`config.mk`:
```
export PLATFORM = sky130hd
export DESIGN_NAME = apb_completer_top
export DESIGN_NICKNAME = d
export VERILOG_FILES = /design/src/source/apb_pkg.sv /design/src/source/apb_completer_top.sv /design/src/source/apb_reg_bank.sv /design/src/source/apb_wait_timer.sv /design/src/source/apb_transfer_fsm.sv /design/src/source/apb_register_slice.sv
export SDC_FILE = /design/constraint.sdc
export NUM_CORES = 1
export LEC_CHECK = 0
export ABC_AREA = 1
export BUFFER_PORTS_ARGS = -buffer_cell sky130_fd_sc_hd__buf_2
export CAP_MARGIN = 20
export CORE_MARGIN = 3
export CORE_UTILIZATION = 60
export DETAILED_ROUTE_END_ITERATION = 8
export PLACE_DENSITY = 0.88
export SYNTH_ARGS = -nofsm -noshare
export SYNTH_HDL_FRONTEND = slang
export SYNTH_SLANG_ARGS = --single-unit
export TNS_END_PERCENT = 20
```
`constraint.sdc`:
```
create_clock -name upstream -period 5.85 [get_ports upstream]
set_clock_uncertainty 0.05 [all_clocks]
set_input_delay 0.585 -clock upstream [delete_from_list [all_inputs] [get_ports upstream]]
set_output_delay 0.585 -clock upstream [all_outputs]
set_load 0.05 [all_outputs]
```
`src/source/apb_pkg.sv`:
```
`default_nettype none

package apb_pkg;

	////////////////////////////////////////
	// Bus widths

	// Byte address reaching the completer
	localparam int unsigned ADDR_BITS = 12;

	// One data bus word
	localparam int unsigned DATA_BITS = 32;
	localparam int unsigned DATA_BYTES = DATA_BITS / 8;

	// Low address bits that select a byte inside a word
	localparam int unsigned WORD_LSB = $clog2(DATA_BYTES);

	// Wait-state count, enough for 0 to 15
	localparam int unsigned WAIT_BITS = 4;

	////////////////////////////////////////
	// Vector types

	typedef logic [ADDR_BITS-1:0] addr_t;
	typedef logic [DATA_BITS-1:0] data_t;
	typedef logic [DATA_BYTES-1:0] strb_t;
	typedef logic [WAIT_BITS-1:0] wait_t;

	// Word address, byte address with the lane bits dropped
	typedef logic [ADDR_BITS-WORD_LSB-1:0] word_t;

	////////////////////////////////////////
	// Transfer control states

	typedef enum logic [1:0] {
		idle,
		access,
		wait_done,
		respond
	} ctl_state_t;

endpackage

`default_nettype wire
```
`src/source/apb_completer_top.sv`:
```
`timescale 1ns/100ps
`default_nettype none

module apb_completer_top #(
	parameter int unsigned DOWN_REG = 1,
	parameter int unsigned UP_REG = 1,
	parameter int unsigned WAIT_CYCLES = 2,
	parameter int unsigned REG_COUNT = 8
) (
	input logic upstream,
	input logic reset,

	// APB from the requester
	input logic psel,
	input logic penable,
	input apb_pkg::addr_t paddr,
	input logic pwrite,
	input apb_pkg::data_t pwdata,
	input apb_pkg::strb_t pstrb,
	output logic pready,
	output apb_pkg::data_t prdata,
	output logic pslverr
);

	// Completer side of the slice
	logic dn_psel;
	logic dn_penable;
	apb_pkg::addr_t dn_paddr;
	logic dn_pwrite;
	apb_pkg::data_t dn_pwdata;
	apb_pkg::strb_t dn_pstrb;
	logic dn_pready;
	apb_pkg::data_t dn_prdata;
	logic dn_pslverr;

	// Control between state machine, timer and bank
	logic load;
	logic expired;
	logic complete;

	////////////////////////////////////////
	// Retiming slice

	apb_register_slice #(
		.DOWN_REG(DOWN_REG),
		.UP_REG(UP_REG)
	) u_slice (
		.upstream(upstream),
		.reset(reset),
		.up_psel(psel),
		.up_penable(penable),
		.up_paddr(paddr),
		.up_pwrite(pwrite),
		.up_pwdata(pwdata),
		.up_pstrb(pstrb),
		.up_pready(pready),
		.up_prdata(prdata),
		.up_pslverr(pslverr),
		.dn_psel(dn_psel),
		.dn_penable(dn_penable),
		.dn_paddr(dn_paddr),
		.dn_pwrite(dn_pwrite),
		.dn_pwdata(dn_pwdata),
		.dn_pstrb(dn_pstrb),
		.dn_pready(dn_pready),
		.dn_prdata(dn_prdata),
		.dn_pslverr(dn_pslverr)
	);

	////////////////////////////////////////
	// Completer

	apb_transfer_fsm u_fsm (
		.upstream(upstream),
		.reset(reset),
		.psel(dn_psel),
		.penable(dn_penable),
		.expired(expired),
		.load(load),
		.pready(dn_pready),
		.complete(complete)
	);

	apb_wait_timer #(
		.WAIT_CYCLES(WAIT_CYCLES)
	) u_timer (
		.upstream(upstream),
		.reset(reset),
		.load(load),
		.expired(expired)
	);

	apb_reg_bank #(
		.REG_COUNT(REG_COUNT)
	) u_bank (
		.upstream(upstream),
		.reset(reset),
		.psel(dn_psel),
		.paddr(dn_paddr),
		.pwrite(dn_pwrite),
		.pwdata(dn_pwdata),
		.pstrb(dn_pstrb),
		.complete(complete),
		.prdata(dn_prdata),
		.pslverr(dn_pslverr)
	);

endmodule

`default_nettype wire

```
`src/source/apb_reg_bank.sv`:
```
`timescale 1ns/100ps
`default_nettype none

module apb_reg_bank #(
	parameter int unsigned REG_COUNT = 8
) (
	input logic upstream,
	input logic reset,

	// Request fields from the slice
	input logic psel,
	input apb_pkg::addr_t paddr,
	input logic pwrite,
	input apb_pkg::data_t pwdata,
	input apb_pkg::strb_t pstrb,

	// Last cycle of a transfer
	input logic complete,

	// Response
	output apb_pkg::data_t prdata,
	output logic pslverr
);

	// Index into the general registers
	localparam int unsigned IDX_BITS = $clog2(REG_COUNT);

	// Counter sits on the top word
	localparam apb_pkg::word_t COUNT_WORD = apb_pkg::word_t'(REG_COUNT - 1);

	apb_pkg::word_t word;
	logic [IDX_BITS-1:0] idx;
	logic in_range;
	logic is_counter;
	logic commit;

	apb_pkg::data_t regs [REG_COUNT-1];
	apb_pkg::data_t xfer_count;
	apb_pkg::data_t rd_word;

	////////////////////////////////////////
	// Address decode

	assign word = paddr[apb_pkg::ADDR_BITS-1:apb_pkg::WORD_LSB];
	assign idx = word[IDX_BITS-1:0];
	assign in_range = (word <= COUNT_WORD);
	assign is_counter = (word == COUNT_WORD);

	// Counter writes drop silently
	assign commit = complete && psel && pwrite && in_range && !is_counter;

	////////////////////////////////////////
	// Storage

	// General registers, byte lanes under pstrb
	always_ff @(posedge upstream) begin
		if (reset) begin
			for (int i = 0; i < REG_COUNT - 1; i++) begin
				regs[i] <= '0;
			end
		end else if (commit) begin
			for (int b = 0; b < apb_pkg::DATA_BYTES; b++) begin
				if (pstrb[b]) begin
					regs[idx][8*b +: 8] <= pwdata[8*b +: 8];
				end
			end
		end
	end

	// Every finished transfer counts, errors too
	always_ff @(posedge upstream) begin
		if (reset) begin
			xfer_count <= '0;
		end else if (complete) begin
			xfer_count <= xfer_count + 1'b1;
		end
	end

	////////////////////////////////////////
	// Response

	always_comb begin
		rd_word = '0;
		if (is_counter) begin
			rd_word = xfer_count;
		end else if (in_range) begin
			rd_word = regs[idx];
		end
	end

	// Only reads drive data, out of range reads give zero
	assign prdata = (psel && !pwrite) ? rd_word : '0;
	assign pslverr = psel && !in_range;

endmodule

`default_nettype wire

```
`src/source/apb_wait_timer.sv`:
```
`timescale 1ns/100ps
`default_nettype none

module apb_wait_timer #(
	parameter int unsigned WAIT_CYCLES = 2
) (
	input logic upstream,
	input logic reset,

	// Restart from WAIT_CYCLES
	input logic load,

	// Count has run out
	output logic expired
);

	// Wait states still to go
	apb_pkg::wait_t count;

	always_ff @(posedge upstream) begin
		if (reset) begin
			count <= '0;
		end else if (load) begin
			count <= apb_pkg::wait_t'(WAIT_CYCLES);
		end else if (count != '0) begin
			count <= count - 1'b1;
		end
	end

	// A pending load hides the old zero count
	assign expired = (count == '0) && !load;

endmodule

`default_nettype wire

```
`src/source/apb_transfer_fsm.sv`:
```
`timescale 1ns/100ps
`default_nettype none

module apb_transfer_fsm (
	input logic upstream,
	input logic reset,

	// Request handshake from the slice
	input logic psel,
	input logic penable,

	// Wait timer
	input logic expired,
	output logic load,

	// Response
	output logic pready,
	output logic complete
);

	apb_pkg::ctl_state_t state;
	apb_pkg::ctl_state_t state_next;

	// Access phase seen while idle
	logic start;

	assign start = (state == apb_pkg::idle) && psel && penable;

	////////////////////////////////////////
	// Next state

	always_comb begin
		state_next = state;
		case (state)
			// Setup phase alone does nothing
			apb_pkg::idle: begin
				if (start) begin
					state_next = apb_pkg::access;
				end
			end

			// Zero wait states skip straight to the answer
			apb_pkg::access: begin
				if (expired) begin
					state_next = apb_pkg::respond;
				end else begin
					state_next = apb_pkg::wait_done;
				end
			end

			apb_pkg::wait_done: begin
				if (expired) begin
					state_next = apb_pkg::respond;
				end
			end

			// One cycle of pready, then back
			default: begin
				state_next = apb_pkg::idle;
			end
		endcase
	end

	always_ff @(posedge upstream) begin
		if (reset) begin
			state <= apb_pkg::idle;
		end else begin
			state <= state_next;
		end
	end

	////////////////////////////////////////
	// Outputs

	// Load goes out on the edge into access, so counting starts with the access cycle
	assign load = start;

	// Transfer ends in the respond cycle
	assign pready = (state == apb_pkg::respond);
	assign complete = (state == apb_pkg::respond);

endmodule

`default_nettype wire

```
`src/source/apb_register_slice.sv`:
```
`timescale 1ns/100ps
`default_nettype none

module apb_register_slice #(
	parameter int unsigned DOWN_REG = 1,
	parameter int unsigned UP_REG = 1
) (
	input logic upstream,
	input logic reset,

	// Requester side
	input logic up_psel,
	input logic up_penable,
	input apb_pkg::addr_t up_paddr,
	input logic up_pwrite,
	input apb_pkg::data_t up_pwdata,
	input apb_pkg::strb_t up_pstrb,
	output logic up_pready,
	output apb_pkg::data_t up_prdata,
	output logic up_pslverr,

	// Completer side
	output logic dn_psel,
	output logic dn_penable,
	output apb_pkg::addr_t dn_paddr,
	output logic dn_pwrite,
	output apb_pkg::data_t dn_pwdata,
	output apb_pkg::strb_t dn_pstrb,
	input logic dn_pready,
	input apb_pkg::data_t dn_prdata,
	input logic dn_pslverr
);

	////////////////////////////////////////
	// Completion tracking

	// Set once the completer has answered, held until the requester drops psel
	logic done;

	always_ff @(posedge upstream) begin
		if (reset) begin
			done <= 1'b0;
		end else if (!up_psel) begin
			done <= 1'b0;
		end else if (dn_pready) begin
			done <= 1'b1;
		end
	end

	////////////////////////////////////////
	// Requester to completer

	if (DOWN_REG != 0) begin : g_down_reg
		// Answer seen now, or already seen earlier
		logic block;

		assign block = done || dn_pready;

		// Select and enable, never carried past a completion
		always_ff @(posedge upstream) begin
			if (reset) begin
				dn_psel <= 1'b0;
				dn_penable <= 1'b0;
			end else begin
				dn_psel <= up_psel && !block;
				dn_penable <= up_penable && !block;
			end
		end

		// Request fields, one cycle behind the requester
		always_ff @(posedge upstream) begin
			dn_paddr <= up_paddr;
			dn_pwrite <= up_pwrite;
			dn_pwdata <= up_pwdata;
			dn_pstrb <= up_pstrb;
		end
	end else begin : g_down_comb
		// Stale select after completion is masked here
		assign dn_psel = up_psel && !done;
		assign dn_penable = up_penable && !done;
		assign dn_paddr = up_paddr;
		assign dn_pwrite = up_pwrite;
		assign dn_pwdata = up_pwdata;
		assign dn_pstrb = up_pstrb;
	end

	////////////////////////////////////////
	// Completer to requester

	if (UP_REG != 0) begin : g_up_reg
		always_ff @(posedge upstream) begin
			if (reset) begin
				up_pready <= 1'b0;
				up_prdata <= '0;
				up_pslverr <= 1'b0;
			end else begin
				up_pready <= dn_pready;
				up_prdata <= dn_prdata;
				up_pslverr <= dn_pslverr;
			end
		end
	end else begin : g_up_comb
		assign up_pready = dn_pready;
		assign up_prdata = dn_prdata;
		assign up_pslverr = dn_pslverr;
	end

endmodule

`default_nettype wire

```
Word level (Yosys, flattened, before mapping)

Memories as Yosys holds them, arrays and structs flattened. A register that Yosys moved wholly into a read port is not among the register bits.
Index checks and enable logic that the tools add are counted.

Register bits after elaboration: 124
Latch bits: 0
RAM bits: 224
Bits in read-only memories: 0
Input bits: 53
Output and inout bits: 34
Logic and storage cells: 81
Memories kept: 1

Memories:

| name        | depth | width | rd ports | clocked after memory_dff | wr ports | line               | text |
|---|---|---|---|---|---|---|---|
| u_bank.regs | 7     | 32    | 1        | 1                        | 7        | apb_reg_bank.sv:37 | `apb_pkg::data_t regs [REG_COUNT-1];` |

Add/sub/neg operators: 2
Multiply operators: 0
Divide/modulo/power cells: 0
Magnitude comparators: 1
Equal/unequal tests: 6
Shifts and indexed selects: 0
Mux-type cells: 29
Bitwise operators: 2
Reduce and logical (&&, ||, !) cells: 26

Operators with widths:

| cell                    | count |
|---|---|
| $mux W32                | 3 |
| $add A32 B1 Y32 const B | 1 |
| $reduce_or A32 Y1       | 1 |
| $mux W1                 | 19 |
| $logic_and A1 B1 Y1     | 11 |
| $eq A10 B3 Y1 const B   | 1 |
| $le A10 B3 Y1 const B   | 1 |
| $mux W2                 | 4 |
| $pmux W2 S3             | 1 |
| $reduce_or A2 Y1        | 3 |
| $logic_not A1 Y1        | 5 |
| $eq A2 B2 Y1 const B    | 2 |
| $logic_not A4 Y1        | 1 |
| $mux W4                 | 1 |
| $reduce_bool A4 Y1      | 1 |
| $sub A4 B1 Y4 const B   | 1 |
| $mux W3                 | 1 |
| $eq A2 B1 Y1 const B    | 1 |
| $logic_not A2 Y1        | 1 |
| $ne A2 B1 Y1 const B    | 1 |
| $ne A2 B2 Y1 const B    | 1 |
| $not A1 Y1              | 2 |
| $reduce_and A2 Y1       | 1 |
| $reduce_bool A2 Y1      | 1 |
| $logic_or A1 B1 Y1      | 1 |

Depth between registers and ports, before layout

Depth after elaboration: 10
Gate-level depth with buffers: 13
Mapped depth without buffers: 11

Modules after synthesis

Synthesis repeated with hierarchy kept, for this count alone.

Cells, all modules: 1,798
Area, all modules: 15,890.2 um2

Modules (own cells, without submodules):

| module             | instances | cells each | area an instance (um2) | seq. area each (um2) |
|---|---|---|---|---|
| apb_reg_bank       | 1         | 1,580      | 13,467.9               | 7,977.7 |
| apb_register_slice | 1         | 167        | 2,060.7                | 1,721.7 |
| apb_transfer_fsm   | 1         | 27         | 182.7                  | 40.0 |
| apb_wait_timer     | 1         | 24         | 178.9                  | 80.1 |

Worst setup path after synthesis

No wires, ideal clock.

Path type: flip-flop to flip-flop
From: register u_fsm.state[0]
To: memory u_bank.regs[0][0] (netlist bit), enable pin
Setup time: 0.329 ns
Arrival time: 1.853 ns
Data required time: 5.471 ns
Setup slack: 3.618 ns
Stages on the path, launching flop included: 12
Path buffers: 0
Clock period less this slack: 2.232 ns
Path through: dfxtp_1 > ha_1 > nand3_1 > nor2_4 > nand3_1 > nand2_1 > nand2_1 > nand2_2 > nand2_1 > nor2_4 > nand2_2 > nand2_1

RTL lines:

| element                | line                   | text |
|---|---|---|
| from (decl)            | apb_transfer_fsm.sv:21 | `apb_pkg::ctl_state_t state;` |
| from (signal assigned) | apb_transfer_fsm.sv:66 | `state <= apb_pkg::idle;` |
| from (signal assigned) | apb_transfer_fsm.sv:68 | `state <= state_next;` |
| to (decl)              | apb_reg_bank.sv:37     |  |

==> impl_metrics.ini <==
[logic_synthesis]
synthAdderAreaFrac_pct = 0.480
synth_area_per_cell_sq_um = 9.32
synth-xor-area-share_pct = 0.448
synth_top_family_by_area = simple AND/OR/NAND/NOR gates
syn-cell-area_sq_mm = 0.0156
synth_area_leaders = edfxtp_1 (43%), dfxtp_1 (20%), nor2_1 (9.9%), nand2_1 (5.2%), o21ai_0 (4.5%)
synth_compound_area_share_pct = 9.94
yosys_warnings = 0
ys_ff_latch = 378
seq_area_frac_synth_pct = 62.8
synthesis.instances = 1676
synth_top_cell_area_share_pct = 43.0
synth_top_cell_by_area = edfxtp_1
yosys-mux-area-fraction_pct = 0
synth_cell_types = 38
synth_simple_gate_area_share_pct = 20.7

[route]
vias = 12800
drt-pass1-iter-count = 7
initialDrtViolationCount = 2312
drc_errors = 0
totalWireLength_um = 41600
antenna_left = 0
route.detailed.wl_per_inst_um = 19.5
routed_via_density = 6.02

[timing]
slew_headroom_pct = 23.5
timing.final.ws_setup_ns = 1.87
setup_viol = 0
grt_setup_unrepaired = no
tightest_slew_ns = 1.15
slew_viol_final = 0
post-route-min-period_ns = 3.98
final.setup.tns_ns = 0
hold_viol_final = 0
max_freq_mhz = 251
period_share_pct = 68.0

[worst_setup_path]
cp_max_fo = 23
path_common_cell = nand2_1
crit_required_ns = 5.94
critPathTopFamily = simple AND/OR/NAND/NOR gates
crit_buf_inv = 1
path_class = flip-flop to flip-flop
max_stage_delay_ns = 1.08
worstSetupStartpointType = flip-flop
cp-end-kind = flip-flop
path_cells = clkinv_1 -> nand2_1 -> nor2_4 -> nand2_2 -> nand2_1
slowest_stage = dfxtp_1
crit_arrival_ns = 4.07

[final_layout]
mostFrequentLayoutCell = nor2_1
design_area_sq_mm = 0.0177
diodes = 0
nets = 1831
layout-drive-gt1-share_pct = 11.5
layout_common_cells = nor2_1 (412), edfxtp_1 (224), nand2_1 (216)
finalCoreUtilization_pct = 69.7
syn2layout_area_growth_pct = 13.3

[clocking]
cts.sinks = 378
cts_tree = yes
cts-buffers-inserted = 40
cts.path.max_buffers = 3
clk_latency_ns = 0.53
cts_resized = 0
cts_root_buffer = clkbuf_16
cts_setup_buffers = 0
clk_pin_slew_ns = 0.06
ctsHoldBuffers = 0
cts_max_level = 2

[power]
powerDensity_mw_per_mm2 = 327
leakage_uw = 0.00694
vdd_drop_max_uv = 266

[global_routing]
grt_pass1_vias = 12600
grt_max_degree = 95
grt_util_all_layers_pct = 29.1
grt_overflow = 0
grt_antenna_before_repair = 0
grt_pass1_wl_um = 65000

[die]
start_util_pct = 61.5
die_h_um = 167
ios = 87
die_area_sq_mm = 0.0280
core_sq_mm = 0.0254
die_w_um = 167
rows = 58

[place]
postPlaceCellArea_sq_mm = 0.0164
port-buffer-count = 84
place_congestion = 0.938
dp_hpwl_um = 25400
place_ws_ns = 2.14

[status]
outcome = complete, no violations

[flow_run]
drv_cap = 0

[worst_hold_path]
worstHoldPathType = input port to flip-flop
==> metrics by stage <==
stage | instances | power, uW | hold WS, ns
global route | 2132 | 5940 | 0.0929
floorplan | 1707 | 3200 | 0.372
finish | 2132 | 5790 | 0.101
global placement | 2059 | 3290 | 0.383
detailed placement | 2059 | 3310 | 0.396
CTS | 2131 | 5780 | 0.0920
==> per-layer routing <==
metal  track usage [%]  share of wire (%)  vias to the layer above
met3              5.48                 11                      202
met5                 0                  0                        -
met4              14.5                5.2                        0
li1                  -                  -                     5734
met2              48.0                 47                      942
met1              37.2                 36                     5955
==> final cells by class <==
type | count | area (sq um)
sequential | 378 | 9810
fill | 1817 | 7700
multi-input combinational | 1101 | 5060
clock buffer | 63 | 1210
inverter | 157 | 592
timing repair buffer | 94 | 515
tap | 330 | 413
clock inverter | 9 | 93.8
==> cell usage after synthesis <==
library cell and count:
nand2_2 22, nor2_2 18, xnor2_1 2, clkinv_1 3, o2111ai_1 3, edfxtp_1 224
or2_2 1, o21a_1 1, nor2_1 413, o21ai_0 141, nor3_4 2, buf_4 2
inv_1 149, o221ai_1 19, conb_1 1, nand2_1 216, a22oi_1 1, inv_2 5
clkbuf_1 49, a41oi_1 1, dfxtp_1 154, ha_1 6, buf_2 13, xor2_1 6
nand3b_1 1, nor3_1 40, o31ai_1 2, a21oi_1 79, o21bai_1 3, nand4_1 15
nand3_1 43, o22ai_1 16, a211oi_1 1, a31oi_1 2, buf_1 7, o41ai_1 1
o32ai_1 8, nor2_4 6
==> logic make-up after synthesis <==
logic type,Yosys count
other cells,1
simple gates,777
xor+xnor,8
compound gates,278
buf+inv,228
flops,378
fa+ha+maj,6
==> path summary, 6_finish.rpt <==
kind	from	cells past startpoint	to	slack, ns
worst max register to register	u_slice.dn_paddr[3]	5	u_bank.regs[4][23]	1.87
worst min register to register	u_timer.count[3]	2	u_timer.count[3]	0.40
worst max-delay path	u_slice.dn_paddr[3]	5	u_bank.regs[4][23]	1.87
worst min-delay path	pwdata[4]	1	u_slice.dn_pwdata[4]	0.10
==> registers in the layout (all words and copies together) (netlist names) <==
signal and flops:
u_slice.dn_pwrite 1, u_timer.count 4, u_slice.dn_pwdata 32, u_slice.up_pslverr 1, u_slice.up_prdata 32, u_slice.dn_penable 1, u_slice.dn_psel 1, u_bank.regs 256
u_slice.done 1, u_slice.up_pready 1, u_slice.dn_paddr 10, u_fsm.state 2, u_bank.xfer_count 32, u_slice.dn_pstrb 4
==> where the power goes <==
part | leakage (uW) | total, uW | internal [uW] | switching, uW
logic | 0.00272 | 326 | 94.4 | 232
clock network | 0.000641 | 2520 | 1510 | 1010
registers | 0.00357 | 2940 | 2900 | 47.8
Power figures use the tool's default switching activity.
